$ cat config.mk
export PLATFORM = sky130hd
export DESIGN_NAME = fall_through_reg
export DESIGN_NICKNAME = d
export VERILOG_FILES = /design/src/source/fall_through_reg.sv
export SDC_FILE = /design/constraint.sdc
export NUM_CORES = 1
export LEC_CHECK = 0
export ABC_AREA = 1
export BUFFER_PORTS_ARGS = -buffer_cell sky130_fd_sc_hd__buf_2
export CAP_MARGIN = 40
export CORE_AREA = 3 3 40 42
export CTS_CLUSTER_SIZE = 14
export DETAILED_ROUTE_END_ITERATION = 10
export DIE_AREA = 0 0 43 45
export GPL_ROUTABILITY_DRIVEN = 1
export GPL_TIMING_DRIVEN = 0
export PLACE_DENSITY = 0.3
export SYNTH_ARGS = -nofsm -noshare
export SYNTH_HDL_FRONTEND = slang
export SYNTH_SLANG_ARGS = --single-unit
$ cat constraint.sdc
create_clock -name clk_i -period 1.15 [get_ports clk_i]
set_input_delay 0.0575 -clock clk_i [delete_from_list [all_inputs] [get_ports clk_i]]
set_output_delay 0.0575 -clock clk_i [all_outputs]
set_load 0.05 [all_outputs]
$ cat src/source/fall_through_reg.sv
// One-entry fall-through register
`timescale 1ns/1ps

module fall_through_reg #(
  parameter type T = logic
) (
  input  logic clk_i,
  input  logic rst_i,
  input  T     data_i,
  input  logic valid_i,
  output logic ready_o,
  output T     data_o,
  output logic valid_o,
  input  logic ready_i
);

  logic live_q;
  logic full_q;
  logic store;
  T     data_q;

  // Quiet until reset is released
  assign ready_o = live_q && !full_q;
  assign valid_o = full_q || (live_q && valid_i);
  assign data_o  = full_q ? data_q : data_i;

  // Accepted but not taken downstream this cycle
  assign store = valid_i && ready_o && !ready_i;

  always_ff @(posedge clk_i) begin
    if (rst_i) begin
      live_q <= 1'b0;
      full_q <= 1'b0;
    end else begin
      live_q <= 1'b1;
      if (full_q && ready_i) begin
        full_q <= 1'b0;
      end else if (store) begin
        full_q <= 1'b1;
      end
    end
  end

  always_ff @(posedge clk_i) begin
    if (store) begin
      data_q <= data_i;
    end
  end

endmodule

## Word-level counts from Yosys, hierarchy flattened

Index checks and enable logic that the tools add are counted.

| storage, ports and cells | value |
|---|---|
| input port bits | 5 |
| output and inout port bits | 3 |
| logic and storage cells | 14 |
| flip-flop bits (word level) | 3 |

| cells by class | value |
|---|---|
| reduce and logical (&&, ||, !) cells | 9 |
| mux-type cells | 2 |

Operators with widths:

| cell | number |
|---|---|
| logical AND 1 bit | 5 |
| logical NOT 1 bit | 2 |
| two-way mux 1 bit | 2 |
| OR reduction 2 bit | 1 |
| logical OR 1 bit | 1 |

## Depth between registers and ports, before layout

| depth | value |
|---|---|
| depth in word-level cells | 4 |
| gate-level depth with buffers | 4 |
| mapped depth without buffers | 4 |

## Worst setup path after synthesis

OpenSTA, ideal clock, no wires.

| path | value |
|---|---|
| kind | register -> output |
| start point | register full_q |
| end point | output port ready_o |
| cell stages (with the launch flop) | 2 |
| buffers on the path | 0 |
| path slack | 0.107 ns |
| arrival time | 0.985 ns |
| data required time | 1.092 ns |
| path through | dfxtp_1 > nor2_1 |

| on the way | value |
|---|---|
| cells in the longest elaborated chain, start to end | 2 |

Ends and longest elaborated chain:

| what | RTL line | source |
|---|---|---|
| from (decl) | 18 | `logic full_q;` |
| from (signal assigned) | 33 | `full_q <= 1'b0;` |
| from (signal assigned) | 37 | `full_q <= 1'b0;` |
| from (signal assigned) | 39 | `full_q <= 1'b1;` |
| logical NOT 1 bit | 23 | `assign ready_o = live_q && !full_q;` |
| logical AND 1 bit | 23 |  |
| to (decl) | 11 | `output logic ready_o,` |

Every way passes these cells.

## Worst setup path in the final report

| path | value |
|---|---|
| start point | register full_q |
| end point | output port valid_o |

| on the way | value |
|---|---|
| cells in the longest elaborated chain, start to end | 1 |

Ends and longest elaborated chain:

| what | RTL line | source |
|---|---|---|
| logical OR 1 bit | 24 | `assign valid_o = full_q \|\| (live_q && valid_i);` |
| to (decl) | 13 | `output logic valid_o,` |

Every way passes these cells.

==> metrics.md <==
| Metric | Value |
|---|---|
| Status | finished, final reports clean |
| Crit path kind | flip-flop to output port |
| Netlist Area Pre-Place | 122.6 um2 |
| Pre-CTS setup slack | 0.2992 ns |
| Initial Util | 9.542% |
| Global-route usage over all layers | 4.250% |
| Met1 Resource Use GR | 4.589% |
| Drt initial violations | 7 |
| # H-tree levels | 1 |
| Sw Ratio | 26.74% |
| Final global-route overflow total | 0 |
| Via/cell ratio | 3.000 |
| Ys async rst share | 0% |
| Setup ws final | 0.1100 ns |
| Ant. Diodes | 0 |
| Post-detail-place hpwl | 215.4 um |
| P_leak | 0.1171 nW |
| Crit path capture type | output port |
| Setup TNS | 0 ns |
| Post-CTS setup buffer count | 0 |
| Top cell type by total area after synthesis | dfxtp_1 |
| Post-Syn Instances | 16 |
| Arr. time, crit path | 0.98 ns |
| Antenna violations before repair | 0 |
| Post-synth EDFFs | 1 |
| Layout cell share with drive strength beyond 1 | 42.86% |
| Max-slew violations | 0 |
| MaxCap Viol Count | 0 |
| DR vias | 129 |
| Ys Warns | 0 |
| Clock Path Buffers | 2 |
| Critical Path Source Type | flip-flop |
| Routed WL | 282 um |
| Total power | 0.3564 mW |
| WP data required | 1.09 ns |
| Die area | 1935 um2 |
| Vias in the first global route | 123 |
| Layout area overhead | 73.47% |
| Worst-path clk slew | 0.04 ns |
| Ys flop type | dfxtp_1 |
| Syn Nets | 21 |
| Drt wl/cell | 6.558 um |
| Total internal power | 0.2611 mW |
| Pre-antenna DRT Iters | 4 |
| Antenna viol nets, final | 0 |
| Worst hold margin | 0.02567 ns |
| Tcrit/Tclk final | 90.44% |
| Global-route wire length before repair | 496 um |
| Synth top area cells | dfxtp_1 (33%), edfxtp_1 (24%), nand2_1 (15%) |
| RSZ-0062 raised after global routing | false |
| Layout Utilization | 16.55% |
| Met2 usage | 2.695% |
| Clock power share | 51.1% |
| Num CTS Buffers | 3 |
| Most frequent cells after synthesis | nand2_1 (5), inv_1 (3), dfxtp_1 (2), nor2_1 (2) |
| CTS resizes | 0 |
| Clock Latency Late Sink | 0.23 ns |
| Max IR drop VDD | 0.6149 mV |
| # clock sinks | 3 |
| PwrDens | 1676 nW/um2 |
| Fmax | 0.9615 GHz |
| Global-route track usage on met3 | 6.773% |
| Slew HR | 83.42% |
| GRT Max-Usage Layer | met3 |
| Seq pwr share | 32.8% |
| Largest net degree at the start of global routing | 5 |
| CORE AREA | 1285 um2 |
| CTS tree | yes |
| Num rows | 13 |
| Top-area cell type share of the netlist area | 32.65% |
| Flops & latches, synth | 3 |
| Worst-Margin Slew | 0.2504 ns |
| Critical path peak fanout | 4 |
| Min Tclk post-route | 1.040 ns |
| Die height | 45 um |
| Sequential fraction of the synthesis area | 57.14% |
| Combinational power share | 16.1% |
| Layout Nets | 34 |
| Final Wtd Congestion | 0.6274 |
| Avg Inst Size Synth | 7.664 um2 |
| Clock root buffer | clkbuf_4 |
| Hold WC Path Type | input port to flip-flop |
| Die width | 43 um |
| Filler cells | 142 |
| P_sw | 0.09531 mW |
| Skew final | 0.001359 ns |
| # DRC | 0 |
| Final Setup Violations | 0 |
| Count leader, synth | nand2_1 |
| Synth unique cells | 8 |
| Final count of hold timing violations | 0 |
| IO Pins | 8 |
| Port buffer count | 7 |
==> cell families (layout without fill, tap and decap cells) <==
kind of cell | count (synthesis) | in the layout | synth area share [%]
and+or+nand+nor | 9 | 9 | 30.62
DFF | 3 | 3 | 57.15
buffers and inverters | 4 | 16 | 12.24
==> repair_timing <==
action                     in CTS  in global routing
hold endpoints to repair        1                  0
setup endpoints to repair       0                  0
hold buffers                    1                  0
==> power by group through the flow <==
stage / Clock (mW) / Sequential (mW) / Combinational (mW)
3_5_place_dp: 0 / 0.118 / 0.0549
4_1_cts: 0.190 / 0.117 / 0.0575
3_3_place_gp: 0 / 0.119 / 0.0542
5_1_grt: 0.207 / 0.117 / 0.0614
2_1_floorplan: 0 / 0.118 / 0.0381
6_report: 0.182 / 0.117 / 0.0574
==> cells in the final DEF (no fill, tap or decap), drive strengths merged <==
cell type | netlist | routed
nor3 | 1 | 1
dfxtp | 2 | 2
dlygate4sd3 | 0 | 1
buf | 0 | 7
nor2 | 2 | 2
nand2 | 6 | 6
inv | 4 | 4
clkbuf | 0 | 4
edfxtp | 1 | 1
==> critical path, stage by stage (launching register included) <==
cell,delay (ns)
dfxtp_1,0.37
inv_2,0.06
nand2_2,0.07
buf_2,0.26
==> sequential cells by signal, summed over array words and instances, names as in the netlist <==
register,flops
full_q,1
data_q,1
live_q,1
==> path summary, 6_finish.rpt <==
path	from	to	slack, ns	cells past startpoint
max reg2reg	live_q	data_q	0.30	2
min	data_i	data_q	0.03	1
min reg2reg	live_q	full_q	0.56	4
max	full_q	valid_o	0.11	3
==> area by class of cell <==
class | instances | area [um2] | area share [%]
inverter | 4 | 15.01 | 7.059
clock buffer | 4 | 26.28 | 12.35
multi-input combinational | 9 | 37.54 | 17.65
sequential | 3 | 70.07 | 32.94
timing repair buffer | 8 | 45.04 | 21.18
tap | 15 | 18.77 | 8.824
==> through the flow <==
stage / area (um2) / cells
after floorplan: 122.6 / 16
after global placement: 176.4 / 38
after detailed placement: 176.4 / 38
after CTS: 212.7 / 43
after global routing: 212.7 / 43
final: 212.7 / 43
==> routing by layer <==
metal	wire, um	vias up
met5	0	-
li1	-	69
met2	69	12
met4	0	0
met1	147	48
met3	65	0
No activity file was read; power rests on OpenSTA's default activity.
