`src/source/tile_pkg.sv`:
```
// Tile shared definitions
package tile_pkg;

  localparam int unsigned AddrWidth  = 32;
  localparam int unsigned DataWidth  = 32;
  localparam int unsigned BeWidth    = 4;
  localparam int unsigned ByteOffset = 2;
  localparam int unsigned NumBanks   = 4;
  localparam int unsigned BankSel    = 2;
  localparam int unsigned NumTiles   = 4;
  localparam int unsigned TileSel    = 2;
  localparam int unsigned RowWidth   = 6;

  // Shared region is 4 KiB, fields are byte, bank, tile, row from the LSB up
  localparam logic [AddrWidth-1:0] TcdmBase = 32'h1000_0000;
  localparam int unsigned RegionMsb = 12;

  typedef logic [TileSel-1:0] tile_id_t;

  typedef struct packed {
    logic [AddrWidth-1:0] addr;
    logic                 we;
    logic [DataWidth-1:0] wdata;
    logic [BeWidth-1:0]   be;
  } core_req_t;

  typedef struct packed {
    logic [DataWidth-1:0] data;
  } core_resp_t;

  typedef struct packed {
    logic [RowWidth-1:0]  row;
    logic                 we;
    logic [DataWidth-1:0] wdata;
    logic [BeWidth-1:0]   be;
  } bank_req_t;

  // Same layout as a core request once it leaves the tile
  typedef core_req_t remote_req_t;

  typedef struct packed {
    logic [DataWidth-1:0] data;
  } remote_resp_t;

endpackage

```
`src/source/tcdm_bank.sv`:
```
// Byte-enabled SRAM bank
`timescale 1ns/1ps

module tcdm_bank
  import tile_pkg::*;
#(
  parameter int unsigned NumPorts = 2,
  parameter int unsigned PortW    = (NumPorts > 1) ? $clog2(NumPorts) : 1
) (
  input  logic                 clk_i,
  input  logic                 rst_i,
  input  bank_req_t            req_i,
  input  logic                 valid_i,
  input  logic [PortW-1:0]     port_i,
  output logic                 resp_valid_o,
  output logic [DataWidth-1:0] resp_data_o,
  output logic [PortW-1:0]     resp_port_o
);

  logic [DataWidth-1:0] mem_q [2**RowWidth];

  always_ff @(posedge clk_i) begin
    if (valid_i && req_i.we) begin
      for (int i = 0; i < BeWidth; i++) begin
        if (req_i.be[i]) begin
          mem_q[req_i.row][8*i +: 8] <= req_i.wdata[8*i +: 8];
        end
      end
    end
  end

  // Response one cycle later, writes answer with zero
  always_ff @(posedge clk_i) begin
    if (valid_i) begin
      resp_data_o <= req_i.we ? '0 : mem_q[req_i.row];
      resp_port_o <= port_i;
    end
  end

  always_ff @(posedge clk_i) begin
    if (rst_i) begin
      resp_valid_o <= 1'b0;
    end else begin
      resp_valid_o <= valid_i;
    end
  end

endmodule

```
`config.mk`:
```
export PLATFORM = sky130hd
export DESIGN_NAME = tcdm_bank
export DESIGN_NICKNAME = d
export VERILOG_FILES = /design/src/source/tile_pkg.sv /design/src/source/tcdm_bank.sv
export SDC_FILE = /design/constraint.sdc
export NUM_CORES = 2
export LEC_CHECK = 0
export BUFFER_PORTS_ARGS = -buffer_cell sky130_fd_sc_hd__buf_2
export CAP_MARGIN = 20
export CORE_MARGIN = 4
export CORE_UTILIZATION = 30
export CTS_CLUSTER_SIZE = 8
export DETAILED_ROUTE_END_ITERATION = 16
export PLACE_DENSITY = 0.48
export SLEW_MARGIN = 10
export SYNTH_ARGS = -nofsm -noshare
export SYNTH_HDL_FRONTEND = slang
export SYNTH_SLANG_ARGS = --single-unit
```
`constraint.sdc`:
```
create_clock -name clk_i -period 2.9 [get_ports clk_i]
set_input_delay 0.435 -clock clk_i [delete_from_list [all_inputs] [get_ports clk_i]]
set_output_delay 0.435 -clock clk_i [all_outputs]
set_load 0.05 [all_outputs]
```
[After elaboration in Yosys (flattened, before gate mapping)]
Memories as Yosys holds them, arrays and structs flattened. A register that Yosys moved wholly into a read port is not among the register bits.
Cells that the tools add are included.
Word-level totals
  memories: 1
  register bits after elaboration: 2
  RAM bits: 2048
  input port bits: 47
  output and inout port bits: 34
Cells by class
  reduce and logical (&&, ||, !) cells: 1
  multiplexer cells: 12
Memory list
  mem_q: depth 64, bits a word 32, rd ports 1, clocked after memory_dff 1, write ports 1, RTL line tcdm_bank.sv:20  | logic [DataWidth-1:0] mem_q [2**RowWidth];
Operators by type and width (count)
  $mux W1: 12
  $logic_and A1 B1 Y1: 1

[Depth between registers and ports, before layout]
  depth after elaboration: 3
  mapped depth: 11

[Worst setup path after synthesis]
No wires, ideal clock.
  path type: input port to flip-flop
  start point: in req_i[41] in the netlist's numbering
  end point: mem mem_q[51][24] (enable)
  stages: 7
  library setup time: 0.383 ns
  path slack: 0.326 ns
  path buffers: 3
  arrival time: 2.191 ns
  cells stage by stage: clkbuf_2 -> nor2b_1 -> and2_1 -> buf_2 -> buf_1 -> nand2_1 -> nor3_1
RTL lines
  start: declaration: RTL line tcdm_bank.sv:12  | input bank_req_t req_i,
  end: declaration: RTL line tcdm_bank.sv:20
No word-level cell before the write port.

[Final worst setup path]
  start point: reg resp_data_o[1] (read register of mem_q)
  end point: out resp_data_o[1]
RTL lines
  start: declaration: RTL line tcdm_bank.sv:16  | output logic [DataWidth-1:0] resp_data_o,
No word-level cell between the ends.

==> results.yml <==
status:
  status: "complete, no violations"
yosys:
  syn-cell-area_um2: 80100
  syn_inst: 4623
  ys_seq_elements: 2082
  async_flop_share_pct: 0
  synth_edf_count: 2081
  syn_avg_cell_area_um2: 17.3
  yosysSeqAreaShare_pct: 78.0
  ys.flop_type: "edfxtp_1"
  syn-num-nets: 4670
  ys.warnings.count: 0
  yosysUniqueCellTypes: 72
clocking:
  clk_path_buf_depth: 4
  htreeDepth: 5
  cts_tree: "built"
  post-cts-setup-buffers: 0
  root_buffer: "clkbuf_16"
  cts.clk_slew.worst_paths_ns: 0.05
  clk_latency_ns: 0.93
  cts.sinks: 2082
  cts_buffers: 311
place:
  io_buffers: 80
  dp_cells: 8740
  gp_congestion: 0.880
  place_hpwl_um: 198000
  dpl_cell_area_um2: 91200
die:
  core-area_um2: 266000
  die_h_um: 525
  ios: 81
  dieArea_um2: 275000
  die_x_um: 525
  num_rows: 189
  initial_core_util_pct: 30.2
global_routing:
  antenna_found_initial: 28
  grt_max_degree: 65
  grtUsageTotal_pct: 20.7
  grt_pass1_wl_um: 406000
  overflow: 0
  grt_pass1_vias: 50039
sta:
  relSlewSlack_pct: 35.7
  slew_viol_final: 0
  fmax_mhz: 403
  finClkSkew_ns: 0.0368
  setup_violations: 0
  whs_ns: 0.0754
  fin_crit_sh_pct: 85.5
  rsz0062_at_grt: "no"
  worstMarginPinSlew_ns: 0.962
  period_minus_slack_ns: 2.48
  hold_viol_final: 0
  tns_ns: 0
cells_and_area:
  fin_nets: 5578
  syn2layout_area_growth_pct: 24.0
  stdcell_count: 9097
  utilization_pct: 37.4
  final_common_cell: "edfxtp_1"
  stdcell_area_um2: 99400
  mostFrequentLayoutCells: "edfxtp_1 (2,081), buf_4 (738), nor2_1 (460)"
  drive_gt1_share_pct: 25.5
  fill_cells: 24607
worst_setup_path:
  cp.arrival_ns: 2.04
  start_kind: "flip-flop"
  cp_top_family: "flip-flops"
  cp_slowest_cell: "edfxtp_1"
  worstSetupPathType: "flip-flop to primary output"
  end_kind: "primary output"
  worstPathRequired_ns: 2.47
  crit_fanout: 1
  path_buf_inv: 1
  cp_cell_sequence: "buf_2"
  cpPeakStageDelay_ns: 0.73
min_path:
  hp-class: "input pin to flip-flop"
detailed_routing:
  post-route-drc-count: 0
  detail_route.vias_per_cell: 5.50
  detail_route.iter0.violations: 5379
  wl_per_cell_um: 32.2
  ant_nets: 0
  drt_first_pass_iters: 6
  vias: 50044
  wl_um: 293000
power_and_ir_drop:
  vdd_ir_drop_max_mv: 0.593
  power_density_nw_per_um2: 694
  p_leak_uw: 0.0324
job:
  drv_cap: 0
stage by stage:
step | power [µW] | worst slack [ns]
floorplan | 35700 | 0.326
global placement | 38300 | -0.514
detailed placement | 38300 | -0.524
CTS | 69400 | 0.383
global route | 70900 | 0.363
finish | 69000 | 0.420
path summary, 6_finish.rpt:
kind / start / end / slack [ns] / cells after the start
setup / recovery: resp_data_o[1]$_SDFFCE_PP0P_ / resp_data_o[1] / 0.42 / 1
hold / removal: req_i[14] / mem_q[56][10]$_DFFE_PP_ / 0.08 / 1
hold reg to reg: mem_q[20][22]$_DFFE_PP_ / resp_data_o[22]$_SDFFCE_PP0P_ / 0.83 / 4
setup reg to reg: mem_q[33][11]$_DFFE_PP_ / resp_data_o[11]$_SDFFCE_PP0P_ / 0.44 / 6
synthesized netlist by cell type, drive strengths merged, types with 21 or more instances:
library cell	count	area, µm²
and3	21	131
edfxtp	2081	62500
a22o	65	569
o22ai	62	388
a21oi	82	410
mux2	42	477
clkbuf	112	577
mux2i	147	1470
nand2	102	383
nor3	49	257
a221oi	452	4000
a31oi	31	194
o21ai	150	754
nor2	464	1760
a41oi	27	236
a22oi	258	1940
buf	254	1500
mux4	51	1150
registers in the layout (all words and copies together) (netlist names):
register / count
resp_valid_o: 1
resp_data_o: 32
resp_port_o: 1
mem_q: 2048
what timing repair did:
| item | 4_1_cts | 5_1_grt |
|---|---|---|
| endpoints found under the hold margin | 101 | 0 |
| endpoints found under the setup margin | 0 | 0 |
| hold buffers | 11 | 0 |
| gates resized for setup | 0 | 0 |
per-layer routing:
metal,vias to the layer above,global-route usage (%),part of all wire [%]
met1,26334,28.1,42
met2,2367,33.3,47
li1,20864,-,-
met4,14,7.19,3.3
met3,465,3.71,7.6
met5,-,0,0.031
power breakdown:
part	leakage [µW]	switching, µW	internal, µW
clock network	0.00394	12100	19000
logic	0.00973	2970	1460
registers	0.0188	98.6	33300
area by class of cell:
cell class / count / area [µm²] / share of cell area [%]
Inverter: 5 / 28.8 / 0.0290
Antenna cell: 10 / 25.0 / 0.0252
Clock inverter: 10 / 98.8 / 0.0995
Sequential cell: 2082 / 62500 / 62.9
Clock buffer: 326 / 7920 / 7.97
Timing Repair Buffer: 961 / 8720 / 8.78
Multi-Input combinational cell: 2170 / 15600 / 15.7
Tap cell: 3533 / 4420 / 4.45
logic make-up (layout without fill, tap and decap cells):
logic type,after synthesis,in the layout,share of synthesized area (%)
buffers and inverters,371,1302,2.62
AOI/OAI and AO/OA,1233,1233,11.8
DFF,2082,2082,78.0
muxes,240,240,3.86
other,0,10,0
and+or+nand+nor,697,697,3.72
Power figures use the tool's default switching activity.
