File: config.mk
export PLATFORM = sky130hd
export DESIGN_NAME = tile_addr_decoder
export DESIGN_NICKNAME = d
export VERILOG_FILES = /design/src/source/tile_pkg.sv /design/src/source/tile_addr_decoder.sv
export SDC_FILE = /design/constraint.sdc
export NUM_CORES = 1
export LEC_CHECK = 0
export BUFFER_PORTS_ARGS = -buffer_cell sky130_fd_sc_hd__clkbuf_2
export CORE_AREA = 5 5 71 73
export CTS_CLUSTER_DIAMETER = 50
export CTS_CLUSTER_SIZE = 10
export DETAILED_ROUTE_END_ITERATION = 7
export DIE_AREA = 0 0 76 78
export PLACE_DENSITY = 0.84
export SYNTH_ARGS = -nofsm -noshare
export SYNTH_HDL_FRONTEND = slang
export SYNTH_SLANG_ARGS = --single-unit
File: constraint.sdc
create_clock -name clk_i -period 6.77 [get_ports clk_i]
set_input_delay 0.677 -clock clk_i [delete_from_list [all_inputs] [get_ports clk_i]]
set_output_delay 0.677 -clock clk_i [all_outputs]
set_load 0.02 [all_outputs]
File: src/source/tile_pkg.sv
// Tile shared definitions
package tile_pkg;

  localparam int unsigned AddrWidth  = 32;
  localparam int unsigned DataWidth  = 32;
  localparam int unsigned BeWidth    = 4;
  localparam int unsigned ByteOffset = 2;
  localparam int unsigned NumBanks   = 4;
  localparam int unsigned BankSel    = 2;
  localparam int unsigned NumTiles   = 4;
  localparam int unsigned TileSel    = 2;
  localparam int unsigned RowWidth   = 6;

  // Shared region is 4 KiB, fields are byte, bank, tile, row from the LSB up
  localparam logic [AddrWidth-1:0] TcdmBase = 32'h1000_0000;
  localparam int unsigned RegionMsb = 12;

  typedef logic [TileSel-1:0] tile_id_t;

  typedef struct packed {
    logic [AddrWidth-1:0] addr;
    logic                 we;
    logic [DataWidth-1:0] wdata;
    logic [BeWidth-1:0]   be;
  } core_req_t;

  typedef struct packed {
    logic [DataWidth-1:0] data;
  } core_resp_t;

  typedef struct packed {
    logic [RowWidth-1:0]  row;
    logic                 we;
    logic [DataWidth-1:0] wdata;
    logic [BeWidth-1:0]   be;
  } bank_req_t;

  // Same layout as a core request once it leaves the tile
  typedef core_req_t remote_req_t;

  typedef struct packed {
    logic [DataWidth-1:0] data;
  } remote_resp_t;

endpackage

File: src/source/tile_addr_decoder.sv
// Per-port address decoder
`timescale 1ns/1ps

module tile_addr_decoder
  import tile_pkg::*;
(
  input  logic               clk_i,
  input  logic               rst_i,
  input  tile_id_t           tile_id_i,
  input  core_req_t          req_i,
  input  logic               req_valid_i,
  output logic               req_ready_o,
  output bank_req_t          local_req_o,
  output logic [BankSel-1:0] local_bank_o,
  output logic               local_valid_o,
  input  logic               local_grant_i,
  output remote_req_t        remote_req_o,
  output logic               remote_valid_o,
  input  logic               remote_ready_i,
  input  logic               resp_done_i
);

  localparam int unsigned BankLsb = ByteOffset;
  localparam int unsigned TileLsb = ByteOffset + BankSel;
  localparam int unsigned RowLsb  = TileLsb + TileSel;

  logic       en_q;
  logic [1:0] cnt_q;
  logic       cur_remote_q;
  logic       in_region;
  logic       is_local;
  logic       blocked;
  logic       accept;

  assign in_region = req_i.addr[AddrWidth-1:RegionMsb] == TcdmBase[AddrWidth-1:RegionMsb];
  assign is_local  = in_region && (req_i.addr[TileLsb +: TileSel] == tile_id_i);

  // Full counter, or a target switch while the other side still owes responses
  assign blocked = (cnt_q == 2'd3) || ((cnt_q != 2'd0) && (cur_remote_q == is_local));

  assign local_valid_o  = en_q && req_valid_i && is_local && !blocked;
  assign remote_valid_o = en_q && req_valid_i && !is_local && !blocked;
  assign req_ready_o    = en_q && !blocked && (is_local ? local_grant_i : remote_ready_i);
  assign accept         = req_valid_i && req_ready_o;

  assign local_req_o.row   = req_i.addr[RowLsb +: RowWidth];
  assign local_req_o.we    = req_i.we;
  assign local_req_o.wdata = req_i.wdata;
  assign local_req_o.be    = req_i.be;
  assign local_bank_o      = req_i.addr[BankLsb +: BankSel];

  // Swap tile and bank fields so the upper network routes on the tile
  always_comb begin
    remote_req_o = req_i;
    if (in_region) begin
      remote_req_o.addr = {req_i.addr[AddrWidth-1:RowLsb],
                           req_i.addr[BankLsb +: BankSel],
                           req_i.addr[TileLsb +: TileSel],
                           req_i.addr[ByteOffset-1:0]};
    end
  end

  always_ff @(posedge clk_i) begin
    if (rst_i) begin
      en_q         <= 1'b0;
      cnt_q        <= 2'd0;
      cur_remote_q <= 1'b0;
    end else begin
      en_q  <= 1'b1;
      cnt_q <= cnt_q + {1'b0, accept} - {1'b0, resp_done_i};
      if (accept) begin
        cur_remote_q <= !is_local;
      end
    end
  end

  // Every response must match an earlier accepted request
  cnt_no_underflow: assert property (
    @(posedge clk_i) disable iff (rst_i) resp_done_i |-> (cnt_q != 2'd0)
  ) else $error("response without outstanding request");

endmodule

# Word-level counts from Yosys, hierarchy flattened

Cells that the tools add are included.

Bits in registers: 4
Bits of input ports: 77
Logic and storage cells: 26

Add/subtract/negate cells: 2
Equality and inequality tests: 4
Multiplexer cells: 3
Reductions and logical operators: 14

Operator list:

| cell                                                              | count |
|---|---|
| 20-bit by 17-bit == test with 1-bit output, second input constant | 1 |
| 1-bit logical AND                                                 | 10 |
| 6-bit 2-to-1 mux                                                  | 1 |
| 2-bit by 1-bit adder with 2-bit output                            | 1 |
| 2-bit == test                                                     | 1 |
| 2-bit == test, second input constant                              | 1 |
| 1-bit zero test                                                   | 2 |
| 1-bit 2-to-1 mux                                                  | 2 |
| 2-bit nonzero test                                                | 1 |
| 2-bit by 1-bit subtractor with 2-bit output                       | 1 |
| 1-bit == test                                                     | 1 |
| 1-bit logical OR                                                  | 1 |

# Logic depth before layout (Yosys ltp)

Depth after elaboration: 11
Mapped depth: 12

# Worst setup path before layout

OpenSTA, ideal clock, no wires.

Kind: input-to-reg
Start: input port req_i[51] in the netlist's numbering
End: register cnt_q[1]
Library setup time: 0.115 ns
Arrival: 2.805 ns
Data required time: 6.655 ns
Path slack: 3.850 ns
Cell stages on the path: 12
Path buffers: 0
Cell sequence: nor4_2 > nand3_1 > nor4_4 > mux2_1 > o211ai_1 > nand3_1 > ha_1 > inv_1 > ha_1 > xor2_1 > xnor2_1 > nor2_1

Cells in the longest elaborated chain, start to end: 11

Ends and longest elaborated chain:

| item                                            | RTL line                | text |
|---|---|---|
| from (decl)                                     | tile_addr_decoder.sv:10 | `input core_req_t req_i,` |
| 20-bit by 17-bit == test with 1-bit output (*)  | tile_addr_decoder.sv:35 | `assign in_region = req_i.addr[AddrWidth-1:RegionMsb] == TcdmBase[AddrWidth-1:RegionMsb];` |
| 1-bit logical AND (*)                           | tile_addr_decoder.sv:36 | `assign is_local = in_region && (req_i.addr[TileLsb +: TileSel] == tile_id_i);` |
| 1-bit == test                                   | tile_addr_decoder.sv:39 | `assign blocked = (cnt_q == 2'd3) \|\| ((cnt_q != 2'd0) && (cur_remote_q == is_local));` |
| 1-bit logical AND                               | tile_addr_decoder.sv:39 |  |
| 1-bit logical OR                                | tile_addr_decoder.sv:39 |  |
| 1-bit zero test                                 | tile_addr_decoder.sv:43 | `assign req_ready_o = en_q && !blocked && (is_local ? local_grant_i : remote_ready_i);` |
| 1-bit logical AND                               | tile_addr_decoder.sv:43 |  |
| 1-bit logical AND (*)                           | tile_addr_decoder.sv:43 |  |
| 1-bit logical AND (*)                           | tile_addr_decoder.sv:44 | `assign accept = req_valid_i && req_ready_o;` |
| 2-bit by 1-bit adder with 2-bit output (*)      | tile_addr_decoder.sv:70 | `cnt_q <= cnt_q + {1'b0, accept} - {1'b0, resp_done_i};` |
| 2-bit by 1-bit subtractor with 2-bit output (*) | tile_addr_decoder.sv:70 |  |
| to (signal assigned)                            | tile_addr_decoder.sv:70 |  |
| to (decl)                                       | tile_addr_decoder.sv:28 | `logic [1:0] cnt_q;` |

Every way passes the cells marked *; elsewhere a longest branch is shown, timed or not.
A chain may end at the register's enable or synchronous reset.

# Final worst setup path

Start: input port req_i[50] in the netlist's numbering
End: output port req_ready_o

Cells in the longest elaborated chain, start to end: 8

Ends and longest elaborated chain:

| item                                           | RTL line                | text |
|---|---|---|
| 20-bit by 17-bit == test with 1-bit output (*) | tile_addr_decoder.sv:35 |  |
| 1-bit logical AND (*)                          | tile_addr_decoder.sv:36 |  |
| 1-bit == test                                  | tile_addr_decoder.sv:39 |  |
| 1-bit logical AND                              | tile_addr_decoder.sv:39 |  |
| 1-bit logical OR                               | tile_addr_decoder.sv:39 |  |
| 1-bit zero test                                | tile_addr_decoder.sv:43 |  |
| 1-bit logical AND                              | tile_addr_decoder.sv:43 |  |
| 1-bit logical AND (*)                          | tile_addr_decoder.sv:43 |  |
| to (decl)                                      | tile_addr_decoder.sv:12 | `output logic req_ready_o,` |

Marked as above.

==> flow_metrics.tcl <==
set metrics [dict create \
    cts_hold_buf 0 \
    cts_sinks 4 \
    maxSlewViolCount 0 \
    chipWidth_um 76 \
    grt_pass1_vias 735 \
    ant_nets 0 \
    syn_inst 156 \
    cp_top_family "simple AND/OR/NAND/NOR gates" \
    worst_slack_ps 3640 \
    routed_wl_um 2480 \
    peakVddDrop_mv 0.0581 \
    drive_gt1_share_pct 66.1 \
    ys.flop_type "dfxtp_1" \
    synthesis.nets 235 \
    cpMostUsedCell "clkbuf_2" \
    drtPass1Iterations 2 \
    critPathRequiredTime_ps 6090 \
    min_path_type "register to register" \
    finalNetCount 190 \
    fmax_mhz 319 \
    gr-total-overflow 0 \
    die-area_sq_mm 0.00593 \
    grt_pass1_wl_um 3750 \
    cts_setup_buffers 0 \
    clk_pin_slew_ps 30 \
    critPathArrivalTime_ps 2460 \
    setup.worst_path.end_class "output pin" \
    hold_violations 0 \
    relSlewSlack_pct 76.5 \
    ys_warn_count 0 \
    viasPerCell 4.16 \
    cts_resized 0 \
    crit_buf_inv 2 \
    ff_latch_area_sq_um 80.1 \
    vias 669 \
    cp_slowest_cell "nor4_4" \
    grt_use_total_pct 7.85 \
    worst-slew-pin-transition_ps 352 \
    powerDensity_mw_per_mm2 165 \
    ys_ff_latch 4 \
    critPathKind "input pin to output pin" \
    setup-violations-final 0 \
    async_reset_ff_share_pct 0 \
    fin_worst_skew_ps 1.37 \
    syn_area_per_cell_sq_um 7.88 \
    drc 0 \
    rsz0062_at_grt "false" \
    antenna_found_initial 0 \
    hold_ws_ps 562 \
    worstPathCellList "clkbuf_2 -> nor4_2 -> nand3_1 -> nor4_4 -> mux2_1 -> o211ai_1 -> and2_1 -> clkbuf_2" \
    dpl_worst_slack_ps 3490 \
    start_util_pct 28.6 \
    drv_cap 0 \
    dieHeight_um 78 \
    clock_latency_ps 210 \
    cts_buffers 3 \
    syn_to_final_growth_pct -34.1 \
    cp-start-kind "input pin" \
    tns_ps 0 \
    synth_edf_count 0 \
    ctsRootBufferMaster "clkbuf_8" \
    io_buffers 60 \
    status "finished, final reports clean" \
    n_antenna_cell 0 \
    coreArea_sq_mm 0.00429 \
    p_leak_nw 0.403 \
    syn_area_sq_mm 0.00123 \
    drtIter0Drc 8 \
    synth_top_cell_area_share_pct 67.2 \
    cp_max_fo 5 \
    rows 24 \
    synth.distinct_cells 24 \
    synth-seq-area-share_pct 6.52 \
    place_congestion 0.675 \
    htree_levels 1 \
    num-fill-cells 497 \
    grt_max_degree 7 \
    post-synth-top-count-cell "buf_4" \
    dp_hpwl_um 2200 \
    multi_input_area_sq_um 315 \
    drt-wirelength-per-cell_um 15.4 \
    yosysTopAreaCell "buf_4" \
    fin_crit_ps 3130 \
    cpPeakStageDelay_ps 430 \
    ys_top_cells_by_area "buf_4, dfxtp_1, mux2_2" \
    finalCritPeriodShare_pct 46.3 \
    clk_path_buf_depth 2 \
    cts_tree "built" \
    ioPinCount 194 \
]
## cells in the final DEF (no fill, tap or decap), types with 2 or more instances in the layout
cell type / count
nand3_1: 4
nor4_2: 3
clkbuf_8: 3
inv_1: 2
xor2_1: 3
nor2_1: 4
ha_1: 2
nand2_1: 4
dfxtp_1: 4
clkbuf_2: 60
mux2_2: 4
a21oi_1: 3
## power breakdown
group          switching, mW  internal [mW]
clock network         0.0114         0.0378
registers            0.00352         0.0269
logic                 0.0314         0.0222
## worst paths after layout
kind,start,endpoint,cells past startpoint,slack [ps]
worst max-delay path,req_i[50],req_ready_o,8,3640
worst min-delay path,cnt_q[1],cnt_q[1],2,560
worst max register to register,cnt_q[0],cnt_q[1],11,4740
worst min register to register,cnt_q[1],cnt_q[1],2,560
## routing by layer
layer | wire length, um | part of all wire [%] | global-route usage, % | vias to the layer above
met5 | 0 | 0 | 0 | -
met4 | 175 | 7.1 | 6.94 | 0
met3 | 468 | 19 | 6.13 | 39
met2 | 1160 | 47 | 11.6 | 67
met1 | 674 | 27 | 6.88 | 262
li1 | - | - | - | 301
## layout make-up
cell class | count | area share [%]
Inverter | 2 | 0.927
Tap cell | 52 | 8.04
Timing Repair Buffer | 60 | 37.1
Multi-Input combinational cell | 40 | 38.9
Clock buffer | 3 | 5.10
Sequential cell | 4 | 9.89
## stage by stage
step	total power [mW]	util [%]	cells	cell area, sq um
floorplan	0.145	-	156	1230
global placement	0.0837	17.9	158	768
detailed placement	0.0848	17.9	158	768
CTS	0.136	18.9	161	810
global route	0.143	18.9	161	810
finish	0.133	18.9	161	810
## cell families after synthesis
family	Yosys count	synth area share [%]
xor gates and xnor gates	4	2.85
and+or+nand+nor	23	13.1
muxes	5	4.58
adders and majority gates	2	2.04
buffers and inverters	112	67.8
AOI/OAI and AO/OA	6	3.06
DFF	4	6.52
## worst min-delay path, delay by kind of cell (launching register included)
kind | cells | cell delay [ps]
and+or+nand+nor | 1 | 30
DFF | 1 | 330
xor gates and xnor gates | 1 | 150
## state kept, by name, summed over array words and instances, names as in the netlist
register,cells
cnt_q,2
en_q,1
cur_remote_q,1
Power figures use the tool's default switching activity.
