<file path="src/source/tile_pkg.sv">
// Tile shared definitions
package tile_pkg;

  localparam int unsigned AddrWidth  = 32;
  localparam int unsigned DataWidth  = 32;
  localparam int unsigned BeWidth    = 4;
  localparam int unsigned ByteOffset = 2;
  localparam int unsigned NumBanks   = 4;
  localparam int unsigned BankSel    = 2;
  localparam int unsigned NumTiles   = 4;
  localparam int unsigned TileSel    = 2;
  localparam int unsigned RowWidth   = 6;

  // Shared region is 4 KiB, fields are byte, bank, tile, row from the LSB up
  localparam logic [AddrWidth-1:0] TcdmBase = 32'h1000_0000;
  localparam int unsigned RegionMsb = 12;

  typedef logic [TileSel-1:0] tile_id_t;

  typedef struct packed {
    logic [AddrWidth-1:0] addr;
    logic                 we;
    logic [DataWidth-1:0] wdata;
    logic [BeWidth-1:0]   be;
  } core_req_t;

  typedef struct packed {
    logic [DataWidth-1:0] data;
  } core_resp_t;

  typedef struct packed {
    logic [RowWidth-1:0]  row;
    logic                 we;
    logic [DataWidth-1:0] wdata;
    logic [BeWidth-1:0]   be;
  } bank_req_t;

  // Same layout as a core request once it leaves the tile
  typedef core_req_t remote_req_t;

  typedef struct packed {
    logic [DataWidth-1:0] data;
  } remote_resp_t;

endpackage

</file>
<file path="src/source/resp_router.sv">
// Response steering to the ports
`timescale 1ns/1ps

module resp_router
  import tile_pkg::*;
#(
  parameter int unsigned NumPorts = 2,
  parameter int unsigned PortW    = (NumPorts > 1) ? $clog2(NumPorts) : 1
) (
  input  logic         [NumBanks-1:0]                bank_valid_i,
  input  logic         [NumBanks-1:0][DataWidth-1:0] bank_data_i,
  input  logic         [NumBanks-1:0][PortW-1:0]     bank_port_i,
  input  remote_resp_t [NumPorts-1:0]                remote_resp_i,
  input  logic         [NumPorts-1:0]                remote_valid_i,
  output logic         [NumPorts-1:0]                remote_ready_o,
  output core_resp_t   [NumPorts-1:0]                resp_o,
  output logic         [NumPorts-1:0]                resp_valid_o
);

  logic [NumPorts-1:0] local_hit;

  // Cores never stall a response
  assign remote_ready_o = '1;

  always_comb begin
    local_hit = '0;
    for (int p = 0; p < NumPorts; p++) begin
      resp_valid_o[p] = remote_valid_i[p];
      resp_o[p].data  = remote_resp_i[p].data;
    end
    for (int b = 0; b < NumBanks; b++) begin
      if (bank_valid_i[b]) begin
        local_hit[bank_port_i[b]]    = 1'b1;
        resp_valid_o[bank_port_i[b]] = 1'b1;
        resp_o[bank_port_i[b]].data  = bank_data_i[b];
      end
    end
  end

  // The decoder's order guard keeps both sources apart on one port
  always_comb begin
    assert ((local_hit & remote_valid_i) == '0)
      else $error("local and remote response collide on a port");
  end

endmodule

</file>
<file path="config.mk">
export PLATFORM = sky130hd
export DESIGN_NAME = resp_router
export DESIGN_NICKNAME = d
export VERILOG_FILES = /design/src/source/tile_pkg.sv /design/src/source/resp_router.sv
export SDC_FILE = /design/constraint.sdc
export NUM_CORES = 1
export LEC_CHECK = 0
export ABC_AREA = 1
export BUFFER_PORTS_ARGS = -buffer_cell sky130_fd_sc_hd__buf_2
export CAP_MARGIN = 10
export CORE_AREA = 4 4 101 103
export DETAILED_ROUTE_END_ITERATION = 6
export DIE_AREA = 0 0 105 107
export PLACE_DENSITY = 0.77
export SETUP_SLACK_MARGIN = 0.1
export SLEW_MARGIN = 20
export SYNTH_ARGS = -nofsm -noshare
export SYNTH_HDL_FRONTEND = slang
export SYNTH_SLANG_ARGS = --single-unit
</file>
<file path="constraint.sdc">
create_clock -name vclk -period 2.1
set_input_delay 0.42 -clock vclk [all_inputs]
set_output_delay 0.42 -clock vclk [all_outputs]
set_load 0.05 [all_outputs]
</file>
======== After elaboration in Yosys (flattened, before gate mapping) ========
Cells that the tools add are included.
operators by class
  bitwise logic cells ..................... 4
  mux-type cells .......................... 28
  order comparisons ....................... 8
  reductions and logical operators ........ 4
operator list
  cell                                                                   count
  64-bit bitwise mux                                                     4
  64-bit 2-to-1 mux                                                      4
  32-bit demux with 1-bit select                                         4
  32-bit 2-to-1 mux                                                      4
  1-bit by 2-bit < comparator with 1-bit output (second input constant)  4
  2-bit 2-to-1 mux                                                       4
  2-bit bitwise OR                                                       4
  1-bit demux with 1-bit select                                          4
  1-bit greater-or-equal comparator (second input constant)              4
  1-bit logical AND                                                      4
  1-bit 2-to-1 mux                                                       4
storage, ports and cells
  output and inout bits ................... 68
  bits in registers ....................... 0

======== Logic depth before layout (Yosys ltp) ========
Gate-level depths: netlist of the first run.
  depth in word-level cells ............... 12
  gate-level depth with buffers ........... 9
  depth with buffers taken out ............ 7

======== Least setup slack after synthesis of the first run ========
No wires, ideal clock.
  path type ............................... input to output
  start point ............................. in bank_valid_i[1]
  end point ............................... out resp_o[53] (netlist name)
  cell stages on the path ................. 7
  required time ........................... 1.680 ns
  path slack .............................. -0.140 ns
  data arrival time ....................... 1.820 ns
  path through ............................ buf_4 -> nand2_1 -> buf_4 -> buf_2 -> nand3_1 -> nand2_1 -> a21oi_1
RTL lines
  element             RTL line           text
  start: declaration  resp_router.sv:10  input logic [NumBanks-1:0] bank_valid_i,
  end: declaration    resp_router.sv:16  output core_resp_t [NumPorts-1:0] resp_o,

==> run metrics, run 1 <==
sequential fraction of design power=0%; number of max-capacitance violations reported=0; post-layout net count=1276; Internal Pwr Total=0.677 mW; final design instance area without fill=roughly 0.0056 mm²; Global Route met2 Usage=about half; number of warnings reported in the yosys synthesis log=0; antenna violations before repair=2; final RePlAce weighted congestion=0.917; most frequent standard cell in the layout excluding fill and tap cells=sky130_fd_sc_hd__nand2_1; critical setup path kind=in2out; number of DRC markers in iteration 0=426; Layout area overhead=59.7%; Hold WS=about 1.2 ns; largest area contributor in the netlist=sky130_fd_sc_hd__nand2_1; average wire per standard cell=around 15 µm; final-report max-slew violation count=0; input/output buffers=around 270; cells taking the most area after synthesis=sky130_fd_sc_hd__nand2_1, sky130_fd_sc_hd__nand3_1, sky130_fd_sc_hd__inv_1, sky130_fd_sc_hd__o21ai_0, sky130_fd_sc_hd__a21oi_1; main combinational cell family by area after synthesis=simple AND/OR/NAND/NOR gates; area of the die=about 0.011 mm²; worst endpoint required time=1.68 ns; Post-Syn Area per Cell=around 4.3 µm²; GRT Overall Usage=29.2%; routed vias=6211; Max FO, Critical Path=27; adder and majority gate portion of the synthesized area=0%; global-route wire length before repair=about 27000 µm; I/O pins=270; Hold Crit Start=bank_data_i[101]; proportion of total power due to net switching=65.0%; flip-flop and latch count=0; power per cell area=343 mW/mm²; fin crit share=a little over nine tenths; area taken by flip-flops and latches=0 µm²; most used cell along the critical path=sky130_fd_sc_hd__inv_1; switching component of the power=approximately 1.3 mW; Critical Path Sink Type=primary output; number of global-route vias before repair=5916; Largest stage delay, worst path=0.27 ns; CP startpoint kind=input port; status=complete, no violations; maximum number of pins on one net before global-route repair=28; PnR Total Power=1.93 mW; number of unique standard cell types used by synthesis=21; number of standard cells after synthesis=822; placeable core region=0.00920 mm²; parity-gate share of the synthesized area counting xor and xnor cells=0%; DP Cell Count=1179; share of total power in combinational logic=100.0%; minimum clock period after layout=a little under 2 ns; RSZ-0062 raised after global routing=yes; mux cell area share after synthesis=0%; fraction of the mapped netlist area in simple logic gates=52.4%; number of hold buffers added after CTS=0; total length of routed wires=18000 µm; chip width=105 µm; number of clock buffers in the layout=0; capture point of the critical path=resp_o[21]; DPL Wire Length=13600 µm; vertical die dimension=between 100 and 150 µm; total negative slack=0 ns; Fmax achieved=503 MHz; GRT met1 Usage=a little over a third; fraction of layout cells with a size suffix above 1=34.3%; Critical Path AT=1.57 ns; startpoint of the worst setup timing path=bank_port_i[2]; via density per instance=between 5 and 6; type of the tightest min-delay check=in2out; DRC errors left=0; most frequent cells in the layout=sky130_fd_sc_hd__nand2_1, sky130_fd_sc_hd__buf_2, sky130_fd_sc_hd__inv_1; Hold Violations, Final=0; leakage component of the power=3.62 nW; Most Crowded Layer GR=met2; number of iterations in the first detailed-routing pass=6; Initial Utilization=38.4%; sequential element share of the synthesized area=0%; complex-gate fraction of the synthesized area=20.0%; cell area after technology mapping=roughly 0.0035 mm²; Cell Chain, Critical Path=buf_2, inv_1, nand2_2, buf_12, o21ai_0, inv_1, a21oi_2, buf_4; slowest stage cell, crit path=sky130_fd_sc_hd__o21ai_0; Overflow after GRT=0; Placement Cell Area=0.00538 mm²; met3 Use GR=3.43%; worst vdd ir=approximately 0.21 mV; final cell count without fillers=1184; Clk network pwr share=0%; Finish-stage setup viols=0; Antenna Nets Post-Route=0; area share of the largest cell type after synthesis=between 20 and 25%; cell row count=35
worst min path at each step:
stage | slack, ns | depth (start not counted) | to
after global routing | 1.23 | 4 | resp_o[5]
after detailed placement | 1.24 | 4 | resp_o[5]
after global placement | 1.24 | 4 | resp_o[5]
after CTS | 1.21 | 4 | resp_o[5]
after floorplan | 1.07 | 2 | resp_o[0]
final | 1.20 | 4 | resp_o[5]
area by class of cell:
| class | instances | area, µm² |
|---|---|---|
| well taps | 111 | 139 |
| diodes | 1 | 2.50 |
| fillers | 935 | 3550 |
| repair buffers | 310 | 2070 |
| multi-input cells | 583 | 2750 |
| inverters | 179 | 674 |
per-layer routing:
layer  share of wire [%]  up-vias
li1                    -     3015
met2                  48      417
met1                  38     2716
met4                 3.6        2
met5               0.044        -
met3                  10       61
repair_timing:
item / 4_1_cts / 5_1_grt
resized for setup: 45 / 43
gates cloned: 0 / 1
setup buffers: 0 / 3
endpoints found under the setup margin: 49 / 61
per-stage QoR:
| step | setup WS [ns] | util, % |
|---|---|---|
| 5_1_grt | 0.0340 | 61.4 |
| 2_1_floorplan | 0.119 | - |
| 6_report | 0.113 | 61.4 |
| 3_5_place_dp | -0.00267 | 58.5 |
| 4_1_cts | 0.0795 | 59.7 |
| 3_3_place_gp | 0.0192 | 58.5 |
power by group through the flow:
stage / combinational, mW / sequential, mW / clock [mW]
CTS: 1.86 / 0 / 0
global placement: 1.78 / 0 / 0
detailed placement: 1.79 / 0 / 0
finish: 1.93 / 0 / 0.0000000639
floorplan: 1.21 / 0 / 0
global route: 2.07 / 0 / 0.0000000638
synthesized netlist by cell type (2+ instances only):
cell type,n
sky130_fd_sc_hd__nand3_1,131
sky130_fd_sc_hd__clkbuf_1,23
sky130_fd_sc_hd__a21oi_1,70
sky130_fd_sc_hd__buf_1,2
sky130_fd_sc_hd__nor2_1,65
sky130_fd_sc_hd__nand2_1,233
sky130_fd_sc_hd__o21ai_0,71
sky130_fd_sc_hd__inv_1,174
sky130_fd_sc_hd__buf_2,27
sky130_fd_sc_hd__nand3b_1,7
sky130_fd_sc_hd__inv_2,3
sky130_fd_sc_hd__buf_4,7
critical path: cells and delay by family:
kind | cells | cell delay, ns
AND/OR/NAND/NOR | 1 | 0.09
buffers and inverters | 5 | 0.63
AO/OA/AOI/OAI | 2 | 0.40
logic make-up after synthesis:
family                 Yosys count
AND/OR/NAND/NOR                440
buffers and inverters          240
AO/OA/AOI/OAI                  141
other                            1
Power figures use the tool's default switching activity.
==> inputs of run 2 (changes only) <==
--- a/config.mk
+++ b/config.mk
@@ -8,12 +8,14 @@
 export ABC_AREA = 1
 export BUFFER_PORTS_ARGS = -buffer_cell sky130_fd_sc_hd__buf_2
 export CAP_MARGIN = 10
-export CORE_AREA = 4 4 101 103
+export CORE_AREA = 4 4 102 104
 export DETAILED_ROUTE_END_ITERATION = 6
-export DIE_AREA = 0 0 105 107
-export PLACE_DENSITY = 0.77
+export DIE_AREA = 0 0 106 108
+export PLACE_DENSITY = 0.76
+export REMOVE_ABC_BUFFERS = 1
 export SETUP_SLACK_MARGIN = 0.1
 export SLEW_MARGIN = 20
 export SYNTH_ARGS = -nofsm -noshare
 export SYNTH_HDL_FRONTEND = slang
 export SYNTH_SLANG_ARGS = --single-unit
+export TNS_END_PERCENT = 5
==> constraint.sdc (replaced) <==
create_clock -name vclk -period 2.2
set_input_delay 0.44 -clock vclk [all_inputs]
set_output_delay 0.44 -clock vclk [all_outputs]
set_load 0.05 [all_outputs]
==> run 2 against run 1 <==
Worst setup slack better by 0.022 ns. Power fell by 13%. Critical path depth did not move. Hold slack better by 0.077 ns. Flip-flop and latch count unchanged. Sequential share of layout area unchanged. Utilization fell by 5.8 points. Count of clock-buffer cells in the layout unchanged. Non-clock buffer count is 8 lower. Largest power group unchanged. Largest cell class unchanged.
==> run metrics, run 2 (synthesized netlist as in run 1, its figures left out) <==
status=complete, no violations; antenna violations before repair=0; maximum number of pins on one net before global-route repair=38; I/O pins=270; via density per instance=4.97; Fmax achieved=~480 MHz; post-layout net count=1268; number of cells traversed by the worst hold path=4; Hold Violations, Final=0; Critical Path AT=roughly 1.6 ns; DRC errors left=0; CP startpoint kind=input port; most frequent standard cell in the layout excluding fill and tap cells=sky130_fd_sc_hd__buf_2; Cell Chain, Critical Path=buf_2, nand2_1, inv_4, buf_12, a21oi_1, nand2_1, a21oi_1, clkbuf_4; average wire per standard cell=13.8 µm; Initial Utilization=37.0%; Max FO, Critical Path=16; number of global-route vias before repair=5547; number of iterations in the first detailed-routing pass=5; worst vdd ir=~0.23 mV; Overflow after GRT=0; Hold Crit Endpoint=resp_o[42]; area taken by flip-flops and latches=0 µm²; fin crit share=93.8%; critical setup path kind=in2out; routed vias=5953; Hold Crit Start=bank_data_i[106]; number of clock buffers in the layout=0; worst endpoint required time=about 1.8 ns; DPL Wire Length=13200 µm; Worst Setup Slack post-DPL=0.0291 ns; PnR worst setup slack=0.136 ns; placeable core region=0.00955 mm²; fraction of layout cells with a size suffix above 1=29.7%; final design instance area without fill=around 0.0053 mm²; power per cell area=317 mW/mm²; most frequent cells in the layout=sky130_fd_sc_hd__buf_2, sky130_fd_sc_hd__nand2_1, sky130_fd_sc_hd__inv_1; type of the tightest min-delay check=in2out; Largest stage delay, worst path=0.26 ns; final-report max-slew violation count=0; number of max-capacitance violations reported=0; area of the die=~0.011 mm²; minimum clock period after layout=roughly 2.1 ns; Layout area overhead=50.2%; number of DRC markers in iteration 0=459; RSZ-0062 raised after global routing=yes; global-route wire length before repair=26100 µm; Critical Path Sink Type=primary output; Finish-stage setup viols=0; Placement Cell Area=0.00523 mm²; cell row count=36; chip width=106 µm; core utilization of the finished layout=55.6%; input/output buffers=268; vertical die dimension=108 µm; Antenna Nets Post-Route=0; flip-flop and latch count=0; GRT Overall Usage=a little over a quarter; # diodes=0; final RePlAce weighted congestion=between 0.8 and 0.9; slowest stage cell, crit path=sky130_fd_sc_hd__clkbuf_4; leakage component of the power=3.50 nW; total length of routed wires=16600 µm; total negative slack=0 ns
-- run 2: cell types whose count changed in the layout (fill, tap and decap cells not counted), moves of 3 or more --
cell                       change
sky130_fd_sc_hd__a21oi_1      +43
sky130_fd_sc_hd__a21oi_2      -43
sky130_fd_sc_hd__buf_2        +31
sky130_fd_sc_hd__buf_4        -30
sky130_fd_sc_hd__buf_6        -13
sky130_fd_sc_hd__clkbuf_4      +4
sky130_fd_sc_hd__o21ai_0       +3
sky130_fd_sc_hd__o21ai_1       -3
-- run 2: worst max path at each step --
stage	slack, ns	to	startpoint
after floorplan	-0.75	resp_o[32]	bank_valid_i[1]
after global placement	0.07	resp_o[16]	bank_port_i[3]
after detailed placement	0.03	resp_o[16]	bank_port_i[3]
after CTS	0.05	resp_o[20]	bank_port_i[3]
after global routing	0.07	resp_o[48]	bank_valid_i[2]
final	0.14	resp_o[37]	bank_valid_i[2]
-- run 2: cell type report --
cell class / instances / area [µm²]
timing repair buffer: 302 / 1880
multi-input combinational: 583 / 2580
inverter: 179 / 674
tap: 133 / 166
fill: 1065 / 4240
-- run 2: timing repair --
item | 4_1_cts | 5_1_grt
gates cloned | 0 | 0
setup buffers | 0 | 0
resized for setup | 11 | 27
endpoints found under the setup margin | 26 | 57
hold buffers | 0 | 0
-- run 2: critical path, delay by kind of cell --
family / cells / cell delay [ns]
simple gates: 2 / 0.25
buf+inv: 4 / 0.62
compound gates: 2 / 0.31
-- run 2: power breakdown --
part	switching, mW	total (mW)	internal, mW
Combinational	1.13	1.68	0.553
Sequential	0	0	0
Clock	0	0	0
Total	1.13	1.68	0.553
-- run 2: through the flow --
stage / std cells / total power, mW / hold slack (ns)
6_report: 1197 / 1.68 / 1.28
5_1_grt: 1197 / 1.82 / 1.30
4_1_cts: 1197 / 1.65 / 1.28
3_5_place_dp: 1197 / 1.63 / 1.28
3_3_place_gp: 1197 / 1.62 / 1.28
2_1_floorplan: 762 / 1.04 / 1.16
-- run 2: routing by layer --
metal / global-route usage [%] / up-vias / part of all wire [%]
met5: 0 / - / 0
met4: 7.31 / 0 / 2.4
met3: 4.24 / 40 / 11
met2: 49.2 / 357 / 48
met1: 33.5 / 2563 / 39
li1: - / 2993 / -
==> inputs of run 3 (changes only) <==
--- a/config.mk
+++ b/config.mk
@@ -5,13 +5,13 @@
 export SDC_FILE = /design/constraint.sdc
 export NUM_CORES = 1
 export LEC_CHECK = 0
-export ABC_AREA = 1
+export ABC_AREA = 0
 export BUFFER_PORTS_ARGS = -buffer_cell sky130_fd_sc_hd__buf_2
 export CAP_MARGIN = 10
-export CORE_AREA = 4 4 102 104
+export CORE_AREA = 4 4 103 105
 export DETAILED_ROUTE_END_ITERATION = 6
-export DIE_AREA = 0 0 106 108
-export PLACE_DENSITY = 0.76
+export DIE_AREA = 0 0 107 109
+export PLACE_DENSITY = 0.68
 export REMOVE_ABC_BUFFERS = 1
 export SETUP_SLACK_MARGIN = 0.1
 export SLEW_MARGIN = 20
==> run 3 against run 2 <==
Sequential share of layout area did not move. Worst setup slack got worse by 0.098 ns. Count of clock-buffer cells in the layout did not move. Non-clock buffer count rose by 10. Cell count fell by 31%. First-iteration DRC count fell by 0.22%. Utilization fell by 1.4 points. Critical path depth fell by 2. Flip-flop and latch count did not move. Combinational power rose by 5%. Hold slack improved by 0.0042 ns. Synthesized cell count fell by 45%. Critical path type unchanged. Highest routed layer unchanged.
==> run metrics, run 3 <==
routed vias=between 5000 and 6000; area of the die=between 0.01 and 0.015 mm²; Placement Cell Area=~0.0046 mm²; largest area contributor in the netlist=sky130_fd_sc_hd__o31ai_1; Most Crowded Layer GR=met2; total length of routed wires=about 18000 µm; antenna violations before repair=0; flip-flop and latch count=0; Global Route met2 Usage=46.5%; minimum clock period after layout=2.16 ns; number of max-capacitance violations reported=0; vertical die dimension=109 µm; DRC errors left=0; RSZ-0062 raised after global routing=yes; number of iterations in the first detailed-routing pass=6; cell area after technology mapping=between 0.002 and 0.003 mm²; Largest stage delay, worst path=just over 0.4 ns; Antenna Nets Post-Route=0; number of warnings reported in the yosys synthesis log=0; final design instance area without fill=0.00522 mm²; total of fill cells in the finished design=roughly 920; CP startpoint kind=input port; Critical Path AT=roughly 1.7 ns; power per cell area=339 mW/mm²; post-layout net count=900; global-route wire length before repair=24600 µm; DPL Wire Length=12900 µm; leakage component of the power=2.65 nW; number of clock buffers in the layout=0; Cell Chain, Critical Path=clkbuf_4, buf_12, and3_1, a2111oi_1, o31ai_1, buf_4; number of hold buffers added after CTS=0; Layout area overhead=74.9%; critical setup path kind=in2out; Overflow after GRT=0; number of DRC markers in iteration 0=roughly 460; GRT Overall Usage=about a quarter; worst endpoint required time=between 1.5 and 2 ns; number of global-route vias before repair=5025; met3 Use GR=3.49%; Post-Syn Area per Cell=between 6 and 7 µm²; I/O pins=270; number of standard cells after synthesis=about 450; most frequent standard cell in the layout excluding fill and tap cells=sky130_fd_sc_hd__buf_2; worst vdd ir=0.166 mV; most frequent cells in the layout=sky130_fd_sc_hd__buf_2, sky130_fd_sc_hd__o31ai_1, sky130_fd_sc_hd__buf_4; Initial Utilization=between 30% and 40%; area share of the largest cell type after synthesis=16.1%; slowest stage cell, crit path=sky130_fd_sc_hd__a2111oi_1; Hold WS=1.29 ns; input/output buffers=between 200 and 300; final RePlAce weighted congestion=0.919; # diodes=0; type of the tightest min-delay check=in2out; Critical Path Sink Type=primary output; chip width=about 110 µm; Fmax achieved=approximately 460 MHz; Hold Violations, Final=0; status=complete, no violations; GRT met1 Usage=a little under a third; placeable core region=slightly below 0.01 mm²; cell row count=36; fraction of layout cells with a size suffix above 1=53.3%; ranking of synthesized cells by instance count=sky130_fd_sc_hd__o31ai_1, sky130_fd_sc_hd__a211oi_1, sky130_fd_sc_hd__and3_1; Finish-stage setup viols=0; area taken by flip-flops and latches=0 µm²; via density per instance=6.22; average wire per standard cell=~21 µm; fin crit share=98.3%; Max FO, Critical Path=16; cells taking the most area after synthesis=sky130_fd_sc_hd__o31ai_1, sky130_fd_sc_hd__a211oi_1, sky130_fd_sc_hd__and3b_1, sky130_fd_sc_hd__and3_1, sky130_fd_sc_hd__a31oi_1; final-report max-slew violation count=0; sequential element share of the synthesized area=0%; maximum number of pins on one net before global-route repair=34; number of unique standard cell types used by synthesis=28; cell with the most instances after synthesis=sky130_fd_sc_hd__o31ai_1
run 3: repair_timing:
action | in CTS | in global routing
endpoints found under the setup margin | 48 | 66
gates resized for setup | 17 | 142
pin swaps | 2 | 7
setup buffers | 2 | 0
cloned | 0 | 2
run 3: logic make-up after synthesis:
kind of cell           after synthesis  synth area share (%)
AND/OR/NAND/NOR                    189                  40.4
AO/OA/AOI/OAI                      170                  41.4
buffers and inverters               65                  10.4
multiplexers                        23                  7.71
other                                1                 0.126
run 3: cell type report:
cell class / count / area (µm²) / area share (%)
tap: 133 / 166 / 3.19
multi-input combinational: 384 / 2990 / 57.3
timing repair buffer: 312 / 2060 / 39.5
run 3: metal layers:
layer	up-vias	part of all wire, %
met1	2410	38
met4	0	3.0
met3	60	9.6
li1	2303	-
met2	385	49
met5	-	0
run 3: metrics by stage:
stage	instances	utilization, %	worst slack [ns]	setup TNS, ns	power, mW
after floorplan	384	-	-1.39	-60.67	0.940
after detailed placement	825	48.1	-0.199	-2.74	1.55
after global routing	829	54.2	0.00423	0	1.85
final	829	54.2	0.0379	0	1.77
after global placement	825	48.1	-0.0843	-1.44	1.53
after CTS	827	48.8	0.0292	0	1.58
run 3: path summary, 6_finish.rpt:
check | from | end | slack (ns) | cells after the start
setup / recovery | bank_valid_i[0] | resp_o[63] | 0.04 | 6
hold / removal | bank_data_i[73] | resp_o[9] | 1.29 | 4
run 3: critical path, delay by kind of cell:
kind            cells  cell delay, ns
simple gates        1            0.17
buf+inv             3            0.53
compound gates      2            0.56
run 3: power breakdown:
group          total, mW  internal (mW)  switching, mW  leakage (nW)
logic               1.77          0.640           1.13          2.65
clock network          0              0              0             0
registers              0              0              0             0
total               1.77          0.640           1.13          2.65
